**config.mk**
```make
export PLATFORM = sky130hd
export DESIGN_NAME = instDecode
export DESIGN_NICKNAME = d
export VERILOG_FILES = /design/src/rvPkg.sv /design/src/instDecode.sv
export SDC_FILE = /design/constraint.sdc
export NUM_CORES = 1
export LEC_CHECK = 0
export ABC_AREA = 1
export BUFFER_PORTS_ARGS = -buffer_cell sky130_fd_sc_hd__buf_2
export CAP_MARGIN = 30
export CELL_PAD_IN_SITES_DETAIL_PLACEMENT = 0
export CELL_PAD_IN_SITES_GLOBAL_PLACEMENT = 2
export CORE_ASPECT_RATIO = 0.7
export CORE_MARGIN = 2
export CORE_UTILIZATION = 14
export DETAILED_ROUTE_END_ITERATION = 12
export PLACE_DENSITY_LB_ADDON = 0.3
export SLEW_MARGIN = 20
export SYNTH_ARGS = -nofsm -noshare
export SYNTH_HDL_FRONTEND = slang
export SYNTH_SLANG_ARGS = --single-unit
```
**constraint.sdc**
```tcl
create_clock -name vclk -period 1.05
set_input_delay 0.0525 -clock vclk [all_inputs]
set_output_delay 0.0525 -clock vclk [all_outputs]
set_load 0.01 [all_outputs]
```
**src/rvPkg.sv**
```systemverilog
// Shared widths, opcodes, control encodings and bundles for the RV64I core; referenced by scope.
package rvPkg;

    //////////////////////////////////////////////////////////////////////
    // widths and constants
    //////////////////////////////////////////////////////////////////////
    localparam int xlen         = 64;
    localparam int regAddrW     = 5;
    localparam int memDepthLog2 = 8;
    localparam int memDepth     = 1 << memDepthLog2;            // doublewords.

    localparam logic [xlen-1:0] resetPc   = '0;
    localparam logic [xlen-1:0] instBytes = 64'd4;              // sequential step.

    // major opcodes, inst[6:0]
    localparam logic [6:0] opLui    = 7'b0110111;
    localparam logic [6:0] opAuipc  = 7'b0010111;
    localparam logic [6:0] opJal    = 7'b1101111;
    localparam logic [6:0] opJalr   = 7'b1100111;
    localparam logic [6:0] opBranch = 7'b1100011;
    localparam logic [6:0] opLoad   = 7'b0000011;
    localparam logic [6:0] opStore  = 7'b0100011;
    localparam logic [6:0] opImm    = 7'b0010011;
    localparam logic [6:0] opReg    = 7'b0110011;

    //////////////////////////////////////////////////////////////////////
    // control encodings
    //////////////////////////////////////////////////////////////////////
    typedef enum logic [3:0] {
        aluAdd, aluSub, aluAnd, aluOr, aluXor, aluSlt, aluSltu,
        aluSll, aluSrl, aluSra, aluPassB
    } aluOpT;

    // blt/bge also carry bltu/bgeu, the alu op decides signedness.
    typedef enum logic [2:0] {
        brNone = 3'b000,
        brJal  = 3'b001,
        brJalr = 3'b010,
        brBeq  = 3'b100,
        brBne  = 3'b101,
        brBlt  = 3'b110,
        brBge  = 3'b111
    } branchT;

    // nine operations, so four bits.
    typedef enum logic [3:0] {
        memNone, memLd, memLw, memLwu, memLb, memLbu, memSd, memSw, memSb
    } memOpT;

    typedef enum logic [1:0] {srcBReg, srcBImm, srcBFour} srcBT;

    typedef struct packed {
        logic [regAddrW-1:0] rd;
        logic [regAddrW-1:0] rs1;
        logic [regAddrW-1:0] rs2;
        logic                regWen;
        logic                srcAIsReg;    // 0 selects pc.
        srcBT                srcB;
        aluOpT               aluOp;
        branchT              branch;
        memOpT               memOp;
        logic                memToReg;
    } ctrlT;

    typedef struct packed {
        logic                valid;
        logic [xlen-1:0]     pc;
        logic                rdWen;
        logic [regAddrW-1:0] rd;
        logic [xlen-1:0]     rdData;
        logic                memWen;
        logic [xlen-1:0]     memAddr;
        logic [xlen-1:0]     memData;
    } retireT;

endpackage

```
**src/instDecode.sv**
```systemverilog
// Combinational decoder from a 32-bit RV64I word to the execute control bundle and immediate.
`timescale 1ns/100ps

module instDecode (
    input  logic [31:0]             inst,
    output rvPkg::ctrlT             ctrl,
    output logic [rvPkg::xlen-1:0]  imm
);

    logic [6:0]             opcode;
    logic [2:0]             funct3;
    logic [6:0]             funct7;
    logic [rvPkg::xlen-1:0] immI, immS, immB, immU, immJ;
    rvPkg::ctrlT            c;
    logic                   legal;

    assign opcode = inst[6:0];
    assign funct3 = inst[14:12];
    assign funct7 = inst[31:25];

    assign immI = {{(rvPkg::xlen-12){inst[31]}}, inst[31:20]};
    assign immS = {{(rvPkg::xlen-12){inst[31]}}, inst[31:25], inst[11:7]};
    assign immB = {{(rvPkg::xlen-13){inst[31]}}, inst[31], inst[7], inst[30:25],
                   inst[11:8], 1'b0};
    assign immU = {{(rvPkg::xlen-32){inst[31]}}, inst[31:12], 12'b0};
    assign immJ = {{(rvPkg::xlen-21){inst[31]}}, inst[31], inst[19:12], inst[20],
                   inst[30:21], 1'b0};

    // shared by OP and OP-IMM, alt picks sub/sra.
    function automatic rvPkg::aluOpT aluFromF3(input logic [2:0] f3, input logic alt);
        case (f3)
            3'b000:  return alt ? rvPkg::aluSub : rvPkg::aluAdd;
            3'b001:  return rvPkg::aluSll;
            3'b010:  return rvPkg::aluSlt;
            3'b011:  return rvPkg::aluSltu;
            3'b100:  return rvPkg::aluXor;
            3'b101:  return alt ? rvPkg::aluSra : rvPkg::aluSrl;
            3'b110:  return rvPkg::aluOr;
            default: return rvPkg::aluAnd;
        endcase
    endfunction

    always_comb begin
        c           = '0;                                        // enum zeros are the no-op codes.
        c.rd        = inst[11:7];
        c.rs1       = inst[19:15];
        c.rs2       = inst[24:20];
        c.srcAIsReg = 1'b1;
        legal       = 1'b1;
        imm         = immI;
        case (opcode)
            rvPkg::opLui: begin
                c.regWen = 1'b1; c.srcB = rvPkg::srcBImm; c.aluOp = rvPkg::aluPassB;
                imm = immU;
            end
            rvPkg::opAuipc: begin
                c.regWen = 1'b1; c.srcAIsReg = 1'b0; c.srcB = rvPkg::srcBImm;
                imm = immU;
            end
            rvPkg::opJal: begin                                  // link is pc + 4.
                c.regWen = 1'b1; c.srcAIsReg = 1'b0; c.srcB = rvPkg::srcBFour;
                c.branch = rvPkg::brJal;
                imm = immJ;
            end
            rvPkg::opJalr: begin
                c.regWen = 1'b1; c.srcAIsReg = 1'b0; c.srcB = rvPkg::srcBFour;
                c.branch = rvPkg::brJalr;
                legal = (funct3 == 3'b000);
            end
            rvPkg::opBranch: begin
                imm = immB;
                if (!funct3[2]) begin                            // beq, bne.
                    c.aluOp  = rvPkg::aluSub;
                    c.branch = funct3[0] ? rvPkg::brBne : rvPkg::brBeq;
                end else begin
                    c.aluOp  = funct3[1] ? rvPkg::aluSltu : rvPkg::aluSlt;
                    c.branch = funct3[0] ? rvPkg::brBge : rvPkg::brBlt;
                end
                legal = (funct3[2:1] != 2'b01);
            end
            rvPkg::opLoad: begin
                c.regWen = 1'b1; c.srcB = rvPkg::srcBImm; c.memToReg = 1'b1;
                case (funct3)
                    3'b011:  c.memOp = rvPkg::memLd;
                    3'b010:  c.memOp = rvPkg::memLw;
                    3'b110:  c.memOp = rvPkg::memLwu;
                    3'b000:  c.memOp = rvPkg::memLb;
                    3'b100:  c.memOp = rvPkg::memLbu;
                    default: legal = 1'b0;                       // lh/lhu not supported.
                endcase
            end
            rvPkg::opStore: begin
                c.srcB = rvPkg::srcBImm;
                imm = immS;
                case (funct3)
                    3'b011:  c.memOp = rvPkg::memSd;
                    3'b010:  c.memOp = rvPkg::memSw;
                    3'b000:  c.memOp = rvPkg::memSb;
                    default: legal = 1'b0;
                endcase
            end
            rvPkg::opImm: begin
                c.regWen = 1'b1; c.srcB = rvPkg::srcBImm;
                c.aluOp = aluFromF3(funct3, funct3 == 3'b101 && inst[30]);
                if (funct3 == 3'b001)
                    legal = (inst[31:26] == 6'b000000);
                else if (funct3 == 3'b101)
                    legal = (inst[31:26] == 6'b000000) || (inst[31:26] == 6'b010000);
            end
            rvPkg::opReg: begin
                c.regWen = 1'b1;
                c.aluOp = aluFromF3(funct3, inst[30]);
                legal = (funct7 == 7'b0000000) ||
                        (funct7 == 7'b0100000 && (funct3 == 3'b000 || funct3 == 3'b101));
            end
            default: legal = 1'b0;
        endcase
        if (!legal) begin                                        // retire as a plain pc + 4.
            c.regWen = 1'b0;
            c.branch = rvPkg::brNone;
            c.memOp  = rvPkg::memNone;
        end
        ctrl = c;
    end

endmodule

```
==> load_flow_metrics.sql, run 1 <==
INSERT INTO impl_metrics (metric_group, metric, value, unit) VALUES
('synth', 'synthesis.nets', '254', ''),
('run_status', 'run_status', 'finished, violations left', ''),
('setup_path', 'crit_slowest_cell', 'nor2_4', ''),
('synth', 'syn_area_per_cell', '5.15', 'sq um'),
('synth', 'synthDominantAreaCellType', 'buf_4', ''),
('sta', 'worst-slew-pin-transition', '235', 'ps'),
('routing', 'post-route-drc-count', '0', ''),
('global_route', 'globalRouteTotalUtil', '0.108', ''),
('synth', 'synth_common_cells', 'nand2_1, buf_4, inv_1', ''),
('die', 'core_area', '0.00791', 'sq mm'),
('power_and_ir_drop', 'power_density', '332', 'mW/mm^2'),
('setup_path', 'crit_end', 'ctrl[6]', ''),
('global_route', 'globalRouteOverflowTotal', '0', ''),
('hold_path', 'holdPathStages', '2', ''),
('global_route', 'grt_first_pass_wirelength', '7.89', 'mm'),
('setup_path', 'capturing_element_type_of_the_critical_path', 'output pin', ''),
('finish', 'clock_buffer_count', '0', ''),
('routing', 'first_pass_iters', '4', ''),
('sta', 'max-slew-margin-rel', '0.843', ''),
('sta', 'finalWorstSetupSlack', '-56.1', 'ps'),
('sta', 'fin_crit_sh', '1.05', ''),
('finish', 'post_route_cells_drive_above_1_share', '0.706', ''),
('placed_design', 'dp_hpwl', '4.47', 'mm'),
('power_and_ir_drop', 'worst_vdd_ir', '0.108', 'mV'),
('setup_path', 'worstPathArrival', '1050', 'ps'),
('power_and_ir_drop', 'power.static_leakage', '1.30', 'nW'),
('routing', 'via_per_inst', '3.87', ''),
('run_status', 'violations', 'setup timing', ''),
('setup_path', 'crit_chain', 'buf_6, nand2_4, inv_6, nand2_8, clkinv_8, buf_6, nand3_2, nand2_2, nor2_4, a21oi_2, buf_2', ''),
('sta', 'grt_setup_unrepaired', 'true', ''),
('die', 'dieArea', '0.00891', 'sq mm'),
('sta', 'final-setup-viol-count', '15', ''),
('setup_path', 'worstSetupStartpoint', 'inst[0]', ''),
('sta', 'final_max_slew_viol_count', '0', ''),
('setup_path', 'worst-setup-path-type', 'primary input to output pin', ''),
('hold_path', 'hp-class', 'primary input to output pin', ''),
('finish', 'seq_cells', '0', ''),
('sta', 'hold_vio_cnt_final', '0', ''),
('placed_design', 'gp_congestion', '0.789', ''),
('finish', 'fin_nets', '381', ''),
('setup_path', 'timing.critical_path.max_delay_family', 'buffers and inverters', ''),
('setup_path', 'critPathRequiredTime', '1000', 'ps'),
('finish', 'diodes', '0', ''),
('global_route', 'maximum_number_of_pins_on_one_net_before_global_route_repair', '34', ''),
('setup_path', 'cp_max_fo', '7', ''),
('placed_design', 'buffer_ports.inserted', '127', ''),
('die', 'die_h', '79.6', 'um'),
('routing', 'detail_route.iter0.violations', '118', ''),
('routing', 'detail-route-antenna-nets', '0', ''),
('setup_path', 'worst-path-stages', '11', ''),
('synth', 'yosys.cell_types.count', '21', ''),
('setup_path', 'critical-path-max-stage-delay', '160', 'ps'),
('synth', 'synth_area_leaders', 'buf_4, nand2_1, inv_1', ''),
('finish', 'area.sequential', '0', 'sq um'),
('routing', 'vias', '1733', ''),
('synth', 'synth_seq_area_share', '0', ''),
('synth', 'ys.warnings.count', '0', ''),
('setup_path', 'critical_path_buf_inv_count', '5', ''),
('die', 'initial_core_util', '0.145', ''),
('power_and_ir_drop', 'power.total', '766', 'uW'),
('global_route', 'grt_antenna_before_repair', '0', ''),
('die', 'top_level_ports', '127', ''),
('synth', 'synth_area', '0.00114', 'sq mm'),
('run', 'drv.max_cap_violation_count', '0', ''),
('routing', 'detail_route.wl_per_cell', '11.8', 'um'),
('sta', 'clock.fmax', '904', 'MHz'),
('die', 'die_w', '112', 'um'),
('global_route', 'via_count_of_the_first_global_routing_pass', '1510', ''),
('routing', 'route.final.wire_length', '5.27', 'mm'),
('synth', 'yosysTopAreaCellShare', '0.315', ''),
('synth', 'synth.most_common_cell', 'nand2_1', ''),
('die', 'total_number_of_placement_rows', '27', ''),
('clock_network', 'postCtsHoldBufs', '0', ''),
('setup_path', 'top_cell_by_count_worst_path', 'buf_6', ''),
('setup_path', 'timing.critical_path.from_type', 'primary input', ''),
('sta', 'layout_min_cycle_time', '1110', 'ps'),
('synth', 'syn-instance-count', '222', ''),
('finish', 'area_growth_syn_to_layout', '102', '%'),
('placed_design', 'preCtsSetupSlack', '-253', 'ps');
## how the worst min path moves through the flow
stage | start | end
6_report | inst[10] | ctrl[29]
5_1_grt | inst[16] | ctrl[22]
3_3_place_gp | inst[15] | ctrl[21]
2_1_floorplan | inst[20] | ctrl[16]
3_5_place_dp | inst[10] | ctrl[29]
4_1_cts | inst[10] | ctrl[29]
## through the flow
step	hold slack [ps]	utilization	std cells	cell area, sq um	TNS (ps)
6_report	304	0.292	448	2310	-391
5_1_grt	310	0.292	448	2310	-2260
4_1_cts	305	0.268	445	2120	-394
3_5_place_dp	305	0.235	441	1850	-5440
3_3_place_gp	305	0.235	441	1850	-4790
2_1_floorplan	197	-	222	1140	0
## placed cells by master, fill, tap and decap left out, types with 2 or more instances in the layout
master      n
nand3_1     7
nand2_1    48
o21ai_1    12
buf_12      2
o21ai_0     3
o21ai_2     4
inv_2       7
nand3_4     3
a21oi_2     5
nor2_1     11
nor2_4      8
o22ai_1     2
buf_4      44
buf_6      10
inv_1      15
nand2_4     5
nand2_2    11
nor2_2      7
clkinv_8    2
nand2_8     4
buf_2     118
inv_4       4
nand3_2     5
## cell families (layout without fill, tap and decap cells)
family	count (synthesis)	in the layout	synth area share
and+or+nand+nor	112	112	0.435
AOI/OAI and AO/OA	30	30	0.140
buffers and inverters	80	205	0.425
## layout make-up
class                      instances  area [sq um]
fill                             894          5600
inverter                          30           160
tap                              101           126
timing repair buffer             175          1090
multi-input combinational        142           935
## layer usage
| layer | share of wire | global-route usage |
|---|---|---|
| met5 | 0 | 0 |
| met4 | 0 | 0 |
| met3 | 0.095 | 0.0167 |
| met2 | 0.43 | 0.173 |
| met1 | 0.48 | 0.160 |
## power breakdown
part	total (mW)	switching, mW	internal [mW]
Sequential	0	0	0
Clock	0	0	0
Combinational	0.766	0.420	0.346
Total	0.766	0.420	0.346
## repair_timing
item,in CTS,in global routing
setup buffers,4,3
endpoints found under the setup margin,45,40
pin swaps,19,20
gates resized for setup,77,54
cloned,0,0
(Power assumes the default switching activity.)
==> run 2: changes to the inputs <==
--- a/config.mk
+++ b/config.mk
@@ -6,6 +6,7 @@
 export NUM_CORES = 1
 export LEC_CHECK = 0
 export ABC_AREA = 1
+export ABC_CLOCK_PERIOD_IN_PS = 1050
 export BUFFER_PORTS_ARGS = -buffer_cell sky130_fd_sc_hd__buf_2
 export CAP_MARGIN = 30
 export CELL_PAD_IN_SITES_DETAIL_PLACEMENT = 0
@@ -15,6 +16,7 @@
 export CORE_UTILIZATION = 14
 export DETAILED_ROUTE_END_ITERATION = 12
 export PLACE_DENSITY_LB_ADDON = 0.3
+export RECOVER_POWER = 100
 export SLEW_MARGIN = 20
 export SYNTH_ARGS = -nofsm -noshare
 export SYNTH_HDL_FRONTEND = slang
==> run 2 against run 1 <==
The run still ends with setup timing left. Maximum frequency barely moved. Final cell count did not move. Combinational power fell by 1%. Wire length barely moved. Worst hold slack improved by 19 ps. Final area fell by 1.0%. Largest cell class unchanged.
==> load_flow_metrics.sql, run 2 (same netlist as run 1, synthesis figures left out) <==
INSERT INTO impl_metrics (metric_group, metric, value, unit) VALUES
('global_route', 'gr-usage-met1', '0.160', ''),
('power_and_ir_drop', 'share_seq_of_total_power', '0', ''),
('finish', 'final-instance-count-excl-fill', '448', ''),
('sta', 'layout_min_cycle_time', '1110', 'ps'),
('finish', 'area.sequential', '0', 'sq um'),
('die', 'die_h', '79.6', 'um'),
('global_route', 'globalRouteOverflowTotal', '0', ''),
('power_and_ir_drop', 'power.share.switching', '0.556', ''),
('run_status', 'run_status', 'finished, violations left', ''),
('sta', 'worst-slew-pin-transition', '448', 'ps'),
('placed_design', 'buffer_ports.inserted', '127', ''),
('power_and_ir_drop', 'portion_of_total_power_attributed_to_combinational_logic', '1.000', ''),
('setup_path', 'critPathRequiredTime', '1000', 'ps'),
('routing', 'first_pass_iters', '4', ''),
('power_and_ir_drop', 'switchingPower', '421', 'uW'),
('finish', 'post_route_cells_drive_above_1_share', '0.657', ''),
('die', 'initial_core_util', '0.145', ''),
('sta', 'finalWorstSetupSlack', '-56.1', 'ps'),
('run', 'drv.max_cap_violation_count', '0', ''),
('global_route', 'grt_antenna_before_repair', '0', ''),
('die', 'die_w', '112', 'um'),
('routing', 'detail-route-antenna-nets', '0', ''),
('sta', 'fin_crit_sh', '1.05', ''),
('sta', 'final-setup-viol-count', '14', ''),
('sta', 'max-slew-margin-rel', '0.701', ''),
('power_and_ir_drop', 'power_density', '331', 'mW/mm^2'),
('global_route', 'grt_first_pass_wirelength', '7.89', 'mm'),
('routing', 'detail_route.iter0.violations', '118', ''),
('sta', 'clock.fmax', '904', 'MHz'),
('sta', 'grt_setup_unrepaired', 'true', ''),
('power_and_ir_drop', 'internal_dissipation', '336', 'uW'),
('finish', 'seq_cells', '0', ''),
('finish', 'area_growth_syn_to_layout', '100', '%'),
('die', 'dieArea', '0.00891', 'sq mm'),
('sta', 'hold_vio_cnt_final', '0', ''),
('routing', 'post-route-drc-count', '0', ''),
('global_route', 'via_count_of_the_first_global_routing_pass', '1510', ''),
('placed_design', 'dp_cells', '441', ''),
('hold_path', 'hp-class', 'primary input to output pin', ''),
('hold_path', 'hold_path_startpoint', 'inst[10]', ''),
('clock_network', 'postCtsHoldBufs', '0', ''),
('routing', 'vias', '1731', ''),
('die', 'core_area', '0.00791', 'sq mm'),
('placed_design', 'gp_congestion', '0.789', ''),
('hold_path', 'holdPathStages', '2', ''),
('hold_path', 'hold_path_sink', 'ctrl[29]', ''),
('routing', 'detail_route.wl_per_cell', '11.8', 'um'),
('power_and_ir_drop', 'worst_vdd_ir', '0.108', 'mV'),
('placed_design', 'dp_hpwl', '4.47', 'mm'),
('global_route', 'globalRouteTotalUtil', '0.108', ''),
('routing', 'route.final.wire_length', '5.27', 'mm'),
('finish', 'fillerInstances', '904', ''),
('finish', 'share_of_the_core_filled_with_cells', '0.289', ''),
('global_route', 'maximum_number_of_pins_on_one_net_before_global_route_repair', '34', ''),
('routing', 'via_per_inst', '3.86', ''),
('setup_path', 'worstPathArrival', '1050', 'ps'),
('global_route', 'use_met2', '0.173', ''),
('setup_path', 'capturing_element_type_of_the_critical_path', 'output pin', ''),
('global_route', 'groute.layer.met3.usage', '0.0167', ''),
('die', 'total_number_of_placement_rows', '27', ''),
('sta', 'final_max_slew_viol_count', '0', ''),
('die', 'top_level_ports', '127', ''),
('power_and_ir_drop', 'power.static_leakage', '1.25', 'nW'),
('run_status', 'violations', 'setup timing', ''),
('finish', 'layout_commonest_cell', 'buf_2', ''),
('power_and_ir_drop', 'power_frac_clock', '0', ''),
('setup_path', 'timing.critical_path.from_type', 'primary input', ''),
('setup_path', 'worst-setup-path-type', 'primary input to output pin', ''),
('finish', 'mostFrequentLayoutCells', 'buf_2, nand2_1, buf_4', ''),
('finish', 'fin_nets', '381', ''),
('finish', 'diodes', '0', ''),
('setup_path', 'cp_max_fo', '7', ''),
('finish', 'clock_buffer_count', '0', ''),
('global_route', 'busiest_layer', 'met2', '');
[run 2: cell types whose count changed in the layout (fill, tap and decap cells not counted), sizes merged]
cell	before	now
buf	175	153
clkbuf	0	22
[run 2: how the worst max path moves through the flow]
| stage | to | cells after the start | startpoint |
|---|---|---|---|
| 2_1_floorplan | ctrl[8] | 8 | inst[1] |
| 3_3_place_gp | ctrl[15] | 11 | inst[1] |
| 3_5_place_dp | ctrl[15] | 11 | inst[1] |
| 4_1_cts | ctrl[6] | 9 | inst[13] |
| 5_1_grt | ctrl[15] | 11 | inst[28] |
| 6_report | ctrl[6] | 11 | inst[0] |
[run 2: repair_timing]
item	4_1_cts	5_1_grt
gates resized for setup	77	54
setup endpoints to repair	45	40
endpoints found under the hold margin	0	0
setup buffers	4	3
pin swaps	19	20
[run 2: final cells by class]
class | count | area, sq um | share of cell area
timing repair buffer | 175 | 1060 | 0.466
multi-input combinational | 142 | 935 | 0.409
inverter | 30 | 160 | 0.0701
tap | 101 | 126 | 0.0553
[run 2: metal layers]
| metal | routed length (um) | vias up |
|---|---|---|
| met4 | 0 | 0 |
| met2 | 2260 | 87 |
| met3 | 500 | 0 |
| met1 | 2520 | 741 |
| met5 | 0 | - |
| li1 | - | 903 |
[run 2: per-stage QoR]
step / power, mW / area, sq um / setup WS [ps] / TNS (ps) / hold WS [ps]
floorplan: 0.371 / 1140 / 67.3 / 0 / 197
global placement: 0.633 / 1850 / -212 / -4790 / 305
detailed placement: 0.629 / 1850 / -253 / -5440 / 305
CTS: 0.716 / 2120 / -53.2 / -394 / 305
global route: 0.827 / 2290 / -122 / -2290 / 330
finish: 0.757 / 2290 / -56.1 / -380 / 323
[run 2: power groups by stage]
| stage | clock network, mW | registers, mW | logic [mW] |
|---|---|---|---|
| 3_5_place_dp | 0 | 0 | 0.629 |
| 5_1_grt | 0 | 0 | 0.827 |
| 2_1_floorplan | 0 | 0 | 0.371 |
| 6_report | 0 | 0 | 0.757 |
| 4_1_cts | 0 | 0 | 0.716 |
| 3_3_place_gp | 0 | 0 | 0.633 |
[run 2: worst max-delay path, cell delays in order]
cell and delay, ps:
buf_6 100, nand2_4 80, inv_6 50, nand2_8 90, clkinv_8 80, buf_6 120
nand3_2 50, nand2_2 70, nor2_4 160, a21oi_2 60, buf_2 140
